<file path="src/design/fir_decim_pkg.sv">
// Decimating FIR shared definitions
`default_nettype none

package fir_decim_pkg;

    // Data path widths
    localparam int SAMPLE_W  = 18;
    localparam int ACC_W     = 48;

    // Filter geometry
    localparam int TAP_CNT   = 34;
    localparam int TAP_W     = 6;
    localparam int DECIM     = 8;

    // Accumulator to output scaling
    localparam int OUT_SHIFT = 16;

    // DSP slice opmodes
    localparam int OPMODE_W  = 2;
    localparam logic [OPMODE_W-1:0] OP_NOP  = 2'd0;
    localparam logic [OPMODE_W-1:0] OP_LOAD = 2'd1;
    localparam logic [OPMODE_W-1:0] OP_MAC  = 2'd2;

    // ----------------------------------------------------------------------
    // Symmetric low-pass taps, 384 kHz to 48 kHz
    // ----------------------------------------------------------------------
    localparam logic signed [SAMPLE_W-1:0] FIR_COEFS [TAP_CNT] = '{
        18'sh00002, 18'sh3FFF6, 18'sh0001A, 18'sh3FFC5,
        18'sh00071, 18'sh3FF36, 18'sh0014E, 18'sh3FDEF,
        18'sh00322, 18'sh3FB62, 18'sh006A5, 18'sh3F68B,
        18'sh00D71, 18'sh3EC88, 18'sh01DC3, 18'sh3CB6A,
        18'sh0A263,
        18'sh0A263,
        18'sh3CB6A, 18'sh01DC3, 18'sh3EC88, 18'sh00D71,
        18'sh3F68B, 18'sh006A5, 18'sh3FB62, 18'sh00322,
        18'sh3FDEF, 18'sh0014E, 18'sh3FF36, 18'sh00071,
        18'sh3FFC5, 18'sh0001A, 18'sh3FFF6, 18'sh00002
    };

endpackage

`default_nettype wire
</file>
<file path="src/design/fir_decim_top.sv">
// Stereo decimating FIR top level
`default_nettype none

module fir_decim_top (
    input  wire logic                                       clk,
    input  wire logic                                       reset,
    input  wire logic                                       sample_in_rdy,
    input  wire logic signed [fir_decim_pkg::SAMPLE_W-1:0] sample_in_l,
    input  wire logic signed [fir_decim_pkg::SAMPLE_W-1:0] sample_in_r,
    output logic                                            sample_out_rdy,
    output logic      signed [fir_decim_pkg::SAMPLE_W-1:0] sample_out_l,
    output logic      signed [fir_decim_pkg::SAMPLE_W-1:0] sample_out_r,
    output logic                                            overrun,
    output logic                                            init_done
);

    import fir_decim_pkg::*;

    logic                       xbuf_wr, xbuf_rd, acc_valid;
    logic [TAP_W-1:0]           xbuf_wr_addr, xbuf_rd_addr;
    logic [2*SAMPLE_W-1:0]      xbuf_wr_data, xbuf_rd_data;
    logic [OPMODE_W-1:0]        opmode;
    logic signed [SAMPLE_W-1:0] coef, samp_l, samp_r;
    logic signed [ACC_W-1:0]    acc_l, acc_r;

    fir_decim_seq u_seq (
        .clk, .reset, .sample_in_rdy, .sample_in_l, .sample_in_r,
        .xbuf_wr, .xbuf_wr_addr, .xbuf_wr_data, .xbuf_rd, .xbuf_rd_addr,
        .xbuf_rd_data, .opmode, .coef, .samp_l, .samp_r,
        .acc_valid, .overrun, .init_done
    );

    // Left sample in the upper half of each word
    dp_ram #(.DATA_W(2 * SAMPLE_W), .ADDR_W(TAP_W), .DEPTH(TAP_CNT)) u_xbuf (
        .clk, .wr(xbuf_wr), .wr_addr(xbuf_wr_addr), .wr_data(xbuf_wr_data),
        .rd(xbuf_rd), .rd_addr(xbuf_rd_addr), .rd_data(xbuf_rd_data)
    );

    dsp_mac u_mac_l (.clk, .reset, .opmode, .a(coef), .b(samp_l), .acc(acc_l));
    dsp_mac u_mac_r (.clk, .reset, .opmode, .a(coef), .b(samp_r), .acc(acc_r));

    out_round_sat u_out (
        .clk, .reset, .acc_valid, .acc_l, .acc_r,
        .sample_out_rdy, .sample_out_l, .sample_out_r
    );

endmodule

`default_nettype wire

</file>
<file path="src/design/out_round_sat.sv">
// Output rounding and saturation
`default_nettype none

module out_round_sat (
    input  wire logic                                       clk,
    input  wire logic                                       reset,
    input  wire logic                                       acc_valid,
    input  wire logic signed [fir_decim_pkg::ACC_W-1:0]    acc_l,
    input  wire logic signed [fir_decim_pkg::ACC_W-1:0]    acc_r,
    output logic                                            sample_out_rdy,
    output logic      signed [fir_decim_pkg::SAMPLE_W-1:0] sample_out_l,
    output logic      signed [fir_decim_pkg::SAMPLE_W-1:0] sample_out_r
);

    import fir_decim_pkg::*;

    localparam logic signed [ACC_W-1:0] RND_HALF = 2 ** (OUT_SHIFT - 1);
    localparam logic signed [ACC_W-1:0] SAT_MAX  = 2 ** (SAMPLE_W - 1) - 1;
    localparam logic signed [ACC_W-1:0] SAT_MIN  = -(2 ** (SAMPLE_W - 1));

    function automatic logic signed [SAMPLE_W-1:0] round_sat(
        input logic signed [ACC_W-1:0] acc
    );
        logic signed [ACC_W-1:0] shifted;
        shifted = (acc + RND_HALF) >>> OUT_SHIFT;
        if (shifted > SAT_MAX) begin
            return SAT_MAX[SAMPLE_W-1:0];
        end else if (shifted < SAT_MIN) begin
            return SAT_MIN[SAMPLE_W-1:0];
        end
        return shifted[SAMPLE_W-1:0];
    endfunction

    // Zero between strobes
    always_ff @(posedge clk or posedge reset) begin
        if (reset) begin
            sample_out_rdy <= 1'b0;
            sample_out_l   <= '0;
            sample_out_r   <= '0;
        end else begin
            sample_out_rdy <= acc_valid;
            sample_out_l   <= acc_valid ? round_sat(acc_l) : '0;
            sample_out_r   <= acc_valid ? round_sat(acc_r) : '0;
        end
    end

endmodule

`default_nettype wire

</file>
<file path="src/design/fir_decim_seq.sv">
// Decimating FIR microcoded sequencer
`default_nettype none

module fir_decim_seq (
    input  wire logic                                         clk,
    input  wire logic                                         reset,
    input  wire logic                                         sample_in_rdy,
    input  wire logic signed [fir_decim_pkg::SAMPLE_W-1:0]   sample_in_l,
    input  wire logic signed [fir_decim_pkg::SAMPLE_W-1:0]   sample_in_r,
    output logic                                              xbuf_wr,
    output logic             [fir_decim_pkg::TAP_W-1:0]      xbuf_wr_addr,
    output logic             [2*fir_decim_pkg::SAMPLE_W-1:0] xbuf_wr_data,
    output logic                                              xbuf_rd,
    output logic             [fir_decim_pkg::TAP_W-1:0]      xbuf_rd_addr,
    input  wire logic        [2*fir_decim_pkg::SAMPLE_W-1:0] xbuf_rd_data,
    output logic             [fir_decim_pkg::OPMODE_W-1:0]   opmode,
    output logic      signed [fir_decim_pkg::SAMPLE_W-1:0]   coef,
    output logic      signed [fir_decim_pkg::SAMPLE_W-1:0]   samp_l,
    output logic      signed [fir_decim_pkg::SAMPLE_W-1:0]   samp_r,
    output logic                                              acc_valid,
    output logic                                              overrun,
    output logic                                              init_done
);

    import fir_decim_pkg::*;

    localparam int TASK_W = 8;
    localparam int PC_W   = 5;

    localparam logic [TASK_W-1:0] T_NOP    = 8'h00;
    localparam logic [TASK_W-1:0] T_WAIT   = 8'h01;
    localparam logic [TASK_W-1:0] T_PUSH   = 8'h02;
    localparam logic [TASK_W-1:0] T_ZERO   = 8'h04;
    localparam logic [TASK_W-1:0] T_SETUP  = 8'h08;
    localparam logic [TASK_W-1:0] T_MAC    = 8'h10;
    localparam logic [TASK_W-1:0] T_REPEAT = 8'h20;
    localparam logic [TASK_W-1:0] T_VALID  = 8'h40;
    localparam logic [TASK_W-1:0] T_JUMP   = 8'h80;

    localparam logic [PC_W-1:0]  PC_INIT       = '0;
    localparam logic [PC_W-1:0]  PC_FIRST_WAIT = PC_W'(1);
    localparam logic [PC_W-1:0]  PC_LAST_PUSH  = PC_W'(2 * DECIM);
    localparam logic [PC_W-1:0]  PC_SETUP      = PC_W'(2 * DECIM + 1);
    localparam logic [PC_W-1:0]  PC_MAC        = PC_W'(2 * DECIM + 2);
    localparam logic [PC_W-1:0]  PC_VALID      = PC_W'(2 * DECIM + 6);
    localparam logic [TAP_W-1:0] LAST_TAP      = TAP_W'(TAP_CNT - 1);

    logic [PC_W-1:0]   pc;
    logic [TASK_W-1:0] tasks;
    logic [TAP_W-1:0]  rep_cnt;
    logic [TAP_W-1:0]  head;
    logic [TAP_W-1:0]  i_idx;
    logic [TAP_W-1:0]  j_idx;
    logic              is_wait, is_push, is_zero, is_setup;
    logic              is_mac, is_repeat, is_valid, is_jump;
    logic              accept, rep_last, hold;
    logic signed [SAMPLE_W-1:0] in_l, in_r;
    logic        [OPMODE_W-1:0] op_d;
    logic signed [SAMPLE_W-1:0] coef_d;

    // ----------------------------------------------------------------------
    // Task table
    // ----------------------------------------------------------------------
    always_comb begin
        tasks = T_JUMP;
        if (pc == PC_INIT) begin
            tasks = T_REPEAT | T_PUSH | T_ZERO;
        end else if (pc <= PC_LAST_PUSH) begin
            // Odd steps wait, even steps push
            tasks = pc[0] ? T_WAIT : T_PUSH;
        end else if (pc == PC_SETUP) begin
            tasks = T_SETUP;
        end else if (pc == PC_MAC) begin
            tasks = T_REPEAT | T_MAC;
        end else if (pc < PC_VALID) begin
            tasks = T_NOP;
        end else if (pc == PC_VALID) begin
            tasks = T_VALID | T_JUMP;
        end
    end

    assign is_wait   = |(tasks & T_WAIT);
    assign is_push   = |(tasks & T_PUSH);
    assign is_zero   = |(tasks & T_ZERO);
    assign is_setup  = |(tasks & T_SETUP);
    assign is_mac    = |(tasks & T_MAC);
    assign is_repeat = |(tasks & T_REPEAT);
    assign is_valid  = |(tasks & T_VALID);
    assign is_jump   = |(tasks & T_JUMP);

    assign accept   = is_wait && sample_in_rdy;
    assign rep_last = (rep_cnt == LAST_TAP);
    assign hold     = (is_wait && !sample_in_rdy) || (is_repeat && !rep_last);

    always_ff @(posedge clk or posedge reset) begin
        if (reset) begin
            pc      <= PC_INIT;
            rep_cnt <= '0;
        end else begin
            if (is_jump) begin
                pc <= PC_FIRST_WAIT;
            end else if (!hold) begin
                pc <= pc + 1'b1;
            end
            rep_cnt <= (is_repeat && !rep_last) ? rep_cnt + 1'b1 : '0;
        end
    end

    // Head walks down, j walks up from the newest sample
    always_ff @(posedge clk or posedge reset) begin
        if (reset) begin
            head  <= '0;
            i_idx <= '0;
            j_idx <= '0;
        end else begin
            if (is_push) begin
                head <= (head == '0) ? LAST_TAP : head - 1'b1;
            end
            if (is_setup) begin
                i_idx <= '0;
                j_idx <= (head == LAST_TAP) ? '0 : head + 1'b1;
            end else if (is_mac) begin
                i_idx <= i_idx + 1'b1;
                j_idx <= (j_idx == LAST_TAP) ? '0 : j_idx + 1'b1;
            end
        end
    end

    always_ff @(posedge clk) begin
        if (accept) begin
            in_l <= sample_in_l;
            in_r <= sample_in_r;
        end
        xbuf_wr_addr <= head;
        xbuf_wr_data <= is_zero ? '0 : {in_l, in_r};
        xbuf_rd_addr <= j_idx;
        if (is_mac) begin
            coef_d <= FIR_COEFS[i_idx];
        end
        coef <= coef_d;
    end

    // ----------------------------------------------------------------------
    // Control registers
    // ----------------------------------------------------------------------
    always_ff @(posedge clk or posedge reset) begin
        if (reset) begin
            xbuf_wr   <= 1'b0;
            xbuf_rd   <= 1'b0;
            op_d      <= OP_NOP;
            opmode    <= OP_NOP;
            acc_valid <= 1'b0;
            overrun   <= 1'b0;
            init_done <= 1'b0;
        end else begin
            xbuf_wr   <= is_push;
            xbuf_rd   <= is_mac;
            op_d      <= !is_mac ? OP_NOP : (i_idx == '0) ? OP_LOAD : OP_MAC;
            opmode    <= op_d;
            acc_valid <= is_valid;
            overrun   <= sample_in_rdy && !is_wait;
            init_done <= init_done || (is_zero && rep_last);
        end
    end

    assign samp_l = xbuf_rd_data[2*SAMPLE_W-1:SAMPLE_W];
    assign samp_r = xbuf_rd_data[SAMPLE_W-1:0];

endmodule

`default_nettype wire

</file>
<file path="src/design/dsp_mac.sv">
// DSP multiply-accumulate slice model
`default_nettype none

module dsp_mac (
    input  wire logic                                       clk,
    input  wire logic                                       reset,
    input  wire logic        [fir_decim_pkg::OPMODE_W-1:0] opmode,
    input  wire logic signed [fir_decim_pkg::SAMPLE_W-1:0] a,
    input  wire logic signed [fir_decim_pkg::SAMPLE_W-1:0] b,
    output logic      signed [fir_decim_pkg::ACC_W-1:0]    acc
);

    import fir_decim_pkg::*;

    logic        [OPMODE_W-1:0]   op_in;
    logic        [OPMODE_W-1:0]   op_prod;
    logic signed [SAMPLE_W-1:0]   a_q;
    logic signed [SAMPLE_W-1:0]   b_q;
    logic signed [2*SAMPLE_W-1:0] prod;
    logic signed [ACC_W-1:0]      prod_ext;

    // Opmode follows the data through the pipe
    always_ff @(posedge clk or posedge reset) begin
        if (reset) begin
            op_in   <= OP_NOP;
            op_prod <= OP_NOP;
        end else begin
            op_in   <= opmode;
            op_prod <= op_in;
        end
    end

    always_ff @(posedge clk) begin
        a_q  <= a;
        b_q  <= b;
        prod <= a_q * b_q;
    end

    assign prod_ext = prod;

    always_ff @(posedge clk or posedge reset) begin
        if (reset) begin
            acc <= '0;
        end else begin
            case (op_prod)
                OP_LOAD: acc <= prod_ext;
                OP_MAC:  acc <= acc + prod_ext;
                default: acc <= acc;
            endcase
        end
    end

endmodule

`default_nettype wire

</file>
<file path="src/design/dp_ram.sv">
// Simple dual-port delay-line RAM
`default_nettype none

module dp_ram #(
    parameter int DATA_W = 36,
    parameter int ADDR_W = 6,
    parameter int DEPTH  = 34
) (
    input  wire logic              clk,
    input  wire logic              wr,
    input  wire logic [ADDR_W-1:0] wr_addr,
    input  wire logic [DATA_W-1:0] wr_data,
    input  wire logic              rd,
    input  wire logic [ADDR_W-1:0] rd_addr,
    output logic      [DATA_W-1:0] rd_data
);

    logic [DATA_W-1:0] mem [DEPTH];

    always_ff @(posedge clk) begin
        if (wr) begin
            mem[wr_addr] <= wr_data;
        end
    end

    // Registered read, holds when rd is low
    always_ff @(posedge clk) begin
        if (rd) begin
            rd_data <= mem[rd_addr];
        end
    end

endmodule

`default_nettype wire

</file>
<file path="config.mk">
export PLATFORM = sky130hd
export DESIGN_NAME = fir_decim_top
export DESIGN_NICKNAME = d
export VERILOG_FILES = /design/src/design/fir_decim_pkg.sv /design/src/design/fir_decim_top.sv /design/src/design/out_round_sat.sv /design/src/design/fir_decim_seq.sv /design/src/design/dsp_mac.sv /design/src/design/dp_ram.sv
export SDC_FILE = /design/constraint.sdc
export NUM_CORES = 2
export LEC_CHECK = 0
export ABC_AREA = 1
export ABC_CLOCK_PERIOD_IN_PS = 10180
export BUFFER_PORTS_ARGS = -buffer_cell sky130_fd_sc_hd__buf_2
export CORE_AREA = 3 3 441 443
export CTS_CLUSTER_DIAMETER = 40
export DETAILED_ROUTE_END_ITERATION = 10
export DIE_AREA = 0 0 444 446
export PLACE_DENSITY = 0.77
export SLEW_MARGIN = 20
export SYNTH_ARGS = -nofsm -noshare
export SYNTH_HDL_FRONTEND = slang
export SYNTH_SLANG_ARGS = --single-unit
</file>
<file path="constraint.sdc">
create_clock -name clk -period 10.18 [get_ports clk]
set_input_delay 0 -clock clk [delete_from_list [all_inputs] [get_ports clk]]
set_output_delay 0 -clock clk [all_outputs]
set_load 0.05 [all_outputs]
</file>
* Word-level counts from Yosys, hierarchy flattened
Memory sizes are Yosys's and may differ from the RTL's. A register that Yosys moved wholly into a read port is not among the register bits. Cells that the tools add are included.
Word-level totals: bits in registers 403, memories kept 2, memory bits (read-only) 1152, logic and storage cells 110, bits in writable memories 1224, output and inout port bits 39
Operators by class: $mul 2, reductions and logical operators 15, bitwise gates (word level) 1, mux-type cells 35, eq/ne operators 9, order comparisons 6, add/sub/neg operators 10
Memories:
- u_xbuf.mem | depth 34, width 36, rd ports 1, clocked after memory_dff 1, write ports 1, line dp_ram.sv:18 | logic [DATA_W-1:0] mem [DEPTH];
- (no name shown) | depth 64, width 18, rd ports 1, clocked after memory_dff 1, write ports 0, line fir_decim_seq.sv:138 | coef_d <= FIR_COEFS[i_idx];
Operator list (count):
- one-hot mux 48 bit (2 select lines) | 2
- 2-to-1 mux 18 bit | 8
- adder 48 x 17 -> 48 bit, second input constant | 2
- adder 48 x 36 -> 48 bit | 2
- multiplier 18 x 18 -> 36 bit | 2
- > comparator 32 x 18 -> 1 bit, second input constant | 2
- less-than comparator 32 x 18 -> 1 bit, second input constant | 2
- 2-to-1 mux 6 bit | 8
- 2-to-1 mux 8 bit | 5
- adder 6 x 1 -> 6 bit, second input constant | 4
- == test 6 bit, second input constant | 3
- == test 5 bit, second input constant | 3
- zero test 6 bit | 2
- 2-to-1 mux 5 bit | 2
- 2-to-1 mux 7 bit | 1
- inverter 6 -> 7 bit | 1
- 2-to-1 mux 1 bit | 6
- 2-to-1 mux 2 bit | 3
- subtractor 6 x 1 -> 6 bit, second input constant | 1
- adder 5 x 1 -> 5 bit, second input constant | 1
- less-or-equal comparator 5 bit, second input constant | 1
- logical AND 1 bit | 5
- zero test 5 bit | 1
- less-than comparator 5 bit, second input constant | 1
- other kinds (6) | 10

* Logic depth before layout (Yosys ltp)
depth in word-level cells 11, gate-level depth with buffers 30

* Cells and area by module
From an unflattened synthesis, not the netlist that was laid out.
Unflattened totals: cell total of the unflattened synthesis 10998, area total of the unflattened synthesis 101603.7 sq um
By module, submodules not included:
- dp_ram | area each 50494.7 sq um, instances 1, sequential area each 37836.3 sq um, cells each 4135
- dsp_mac (u_mac_l) | area each 20627.3 sq um, instances 1, sequential area each 2742.6 sq um, cells each 2822
- dsp_mac (u_mac_r) | area each 20409.6 sq um, instances 1, sequential area each 2742.6 sq um, cells each 2761
- fir_decim_seq | area each 6456.2 sq um, instances 1, sequential area each 3793.6 sq um, cells each 667
- out_round_sat | area each 3616.0 sq um, instances 1, sequential area each 925.9 sq um, cells each 613

* Least setup slack after synthesis
No wires, ideal clock.
path type register -> register, from register u_mac_r.a_q[16], to register u_mac_r.prod[34], path buffers 2, setup slack 4.340 ns, cell stages (with the launch flop) 20, arrival time 5.717 ns, library setup time 0.123 ns, path through dfxtp_1 clkbuf_1 clkbuf_1 nand2_1 fa_1 inv_1 fa_1 fa_1 fa_1 fa_1 inv_1 fa_1 inv_1 ha_1 nand2_1 nor4_1 nand2_1 o211ai_1 a21oi_1 xor2_1
Between the ends: cells in the longest elaborated chain, start to end 1
Ends and longest elaborated chain:
- from (decl) | line dsp_mac.sv:17 | logic signed [SAMPLE_W-1:0] a_q;
- from (signal assigned) | line dsp_mac.sv:34 | a_q <= a;
- multiplier 18 x 18 -> 36 bit | line dsp_mac.sv:36 | prod <= a_q * b_q;
- to (signal assigned) | line dsp_mac.sv:36
- to (decl) | line dsp_mac.sv:19 | logic signed [2*SAMPLE_W-1:0] prod;
Every way passes these cells. A chain may end at the register's enable or synchronous reset.

* Final worst setup path
from register u_mac_r.b_q[0], to register u_mac_r.prod[34]
Between the ends: cells in the longest elaborated chain, start to end 1
Ends and longest elaborated chain:
- from (decl) | line dsp_mac.sv:18 | logic signed [SAMPLE_W-1:0] b_q;
- from (signal assigned) | line dsp_mac.sv:35 | b_q <= b;
- multiplier 18 x 18 -> 36 bit | line dsp_mac.sv:36
Every way passes these cells.

==> flow_summary.json <==
{
  "status": "finished, final reports clean",
  "tns_ns": 0,
  "synthCells": 9568,
  "yosys_most_used_dff": "edfxtp_1",
  "rsz0062_at_grt": "no",
  "cts_buffer_depth": 3,
  "drt-total-wl_um": 267600,
  "initial_utilization": 0.4999,
  "grtUsageTotal": 0.2678,
  "vias_per_cell": 5.760,
  "syn_area_per_cell_um2": 9.947,
  "slew_violations": 0,
  "crit_arrival_ns": 7.23,
  "io_buffers": 77,
  "cts_tree": "yes",
  "grt_overflow_total": 0,
  "synthTopCellsByArea": "edfxtp_1 (41%), fa_1 (13%), nand2_1 (5.5%)",
  "clkLatencyLatePin_ns": 0.90,
  "place_ws_ns": 3.753,
  "crit_path_start_kind": "register",
  "worst_slew_pin_slew_ns": 1.113,
  "rows": 160,
  "grt_pass1_vias": 71600,
  "critPathSlowestCell": "dfxtp_1",
  "io_pins": 78,
  "slew_headroom": 0.2578,
  "first_pass_iters": 7,
  "hp-class": "input port to register",
  "fin_crit_ns": 6.565,
  "crit_chain": "nand2_1, fa_1, fa_1, inv_1, ha_1, inv_1, fa_1, inv_1, fa_1, inv_1, fa_1, inv_1, ha_1, nand2_1, nor4_1, nand2_1, o211ai_1, a21oi_1, xor2_1",
  "grt_pass1_wl_um": 410600,
  "yosysMostFrequentCell": "nand2_1",
  "area_growth_pct": 11.83,
  "die-area_um2": 198000,
  "synth_nets": 10550,
  "post_drt_wl_per_cell_um": 21.79,
  "synth_warnings": 0,
  "fillers": 15490,
  "critPathMaxFanout": 16,
  "endpoint_kind": "register",
  "synth_edf_count": 1312,
  "antenna_found_initial": 3,
  "cp.required_ns": 10.84,
  "htree_levels": 4,
  "cts_sinks": 1675,
  "cts_made_buffers": 216,
  "critPathKind": "register to register",
  "drive_gt1_frac": 0.06831,
  "fp.dieH_um": 446,
  "drt_iter0_markers": 8201,
  "setup_viol": 0,
  "clk_pin_slew_ns": 0.06,
  "synthArstFlopShare": 0.1045,
  "coreArea_um2": 190400,
  "yosys_register_bits": 1675,
  "cts-root-buf": "clkbuf_16",
  "vias": 70730,
  "synth_top_area_frac": 0.4140,
  "gp_congestion": 0.9616,
  "max_freq_mhz": 152.3,
  "dp_hpwl_um": 169000,
  "hold_violations": 0,
  "cp_slowest_stage_delay_ns": 0.77,
  "cts_setup_buffers": 0,
  "drv_cap": 0,
  "post-route-period-util": 0.6449,
  "synthTopCellsByCount": "nand2_1 (1393), inv_1 (1359), edfxtp_1 (1312)",
  "drc": 0,
  "multi_input_area_um2": 40910,
  "antenna_left": 0,
  "finalWorstSetupSlack_ns": 3.615,
  "ff_latch_area_um2": 47570,
  "grt_max_degree": 205,
  "mappedNetlistArea_um2": 95170,
  "die_w_um": 444,
  "ys_types": 56,
  "finalClockSkew_ns": 0.1187,
  "ys_seq_area_frac": 0.4995,
  "final_nets": 10550,
  "synth_top_cell_by_area": "edfxtp_1"
}
==> through the flow <==
step | util | cell area [um^2] | std cells | hold slack [ns]
2_1_floorplan | - | 95170 | 9568 | 0.09887
3_3_place_gp | 0.5140 | 97860 | 11790 | 0.1761
3_5_place_dp | 0.5140 | 97860 | 11790 | 0.1781
4_1_cts | 0.5588 | 106400 | 12280 | 0.08825
5_1_grt | 0.5590 | 106400 | 12280 | 0.2035
6_report | 0.5590 | 106400 | 12280 | 0.1312
==> worst max-delay path, delay by kind of cell (launching register included) <==
family	cells	cell delay, ns
buffers and inverters	5	0.49
adders and majority gates	7	3.56
DFF	1	0.77
xor gates and xnor gates	1	0.17
AOI/OAI and AO/OA	2	0.58
and+or+nand+nor	4	0.82
==> kinds of logic after synthesis <==
logic type	Yosys count	share of synthesized area
simple gates	3098	0.1303
compound gates	1877	0.1089
buf+inv	1826	0.07329
flops	1675	0.4995
fa+ha+maj	942	0.1742
xor+xnor	148	0.01362
mux	2	0.0002366
==> cells in the final DEF (no fill, tap or decap), types with 34 or more instances in the layout <==
cell	synthesis	layout
a21oi_1	311	311
buf_2	51	77
buf_4	9	86
clkbuf_16	0	217
dfrtp_1	175	174
dfxtp_1	188	172
dlygate4sd3_1	0	76
edfxtp_1	1312	1312
fa_1	638	638
ha_1	304	303
inv_1	1359	1357
inv_6	0	34
nand2_1	1393	1393
nand3_1	240	239
nand4_1	56	56
nor2_1	1269	1245
nor3_1	57	45
o211ai_1	57	57
o21ai_0	1025	1025
o221ai_1	42	42
o22ai_1	315	315
xnor2_1	63	63
xor2_1	85	85
==> area by class of cell <==
| cell class | count | area share |
|---|---|---|
| clock buffer | 243 | 0.05250 |
| antenna | 3 | 0.00007054 |
| inverter | 1368 | 0.04847 |
| timing repair buffer | 243 | 0.01759 |
| clock inverter | 169 | 0.02047 |
| multi-input combinational | 6067 | 0.3844 |
| sequential | 1675 | 0.4470 |
| tap | 2511 | 0.02952 |
==> metal layers <==
metal,global-route usage,routed length [um],vias to the layer above
li1,-,-,31760
met1,0.3370,99560,34230
met2,0.4480,128900,3905
met3,0.04844,25650,837
met4,0.1307,13450,2
met5,0,13,-
==> state kept, by name (all words and copies together) (netlist names), 36 cells and up <==
register,count
u_mac_l.acc,48
u_mac_l.prod,36
u_mac_r.acc,48
u_mac_r.prod,36
u_seq.xbuf_wr_data,36
u_xbuf.mem,1224
u_xbuf.rd_data,36
==> path summary, 6_finish.rpt <==
check	cells past startpoint	slack, ns	endpoint	from
min reg2reg	0	0.28	u_mac_l.b_q[5]	u_xbuf.rd_data[23]
max in group asynchronous	5	8.25	u_out.sample_out_l[6]	reset
min in group asynchronous	4	0.43	u_seq.pc[1]	reset
max	19	3.61	u_mac_r.prod[34]	u_mac_r.b_q[0]
min	5	0.13	u_seq.pc[0]	sample_in_rdy
max reg2reg	19	3.61	u_mac_r.prod[34]	u_mac_r.b_q[0]
==> repair_timing <==
| item | in CTS | in global routing |
|---|---|---|
| hold endpoints to repair | 191 | 0 |
| resized for setup | 0 | 0 |
| hold buffers | 76 | 0 |
Power is not shown: default switching activity piles up to over one toggle a cycle in this logic, so the estimate is an artifact.
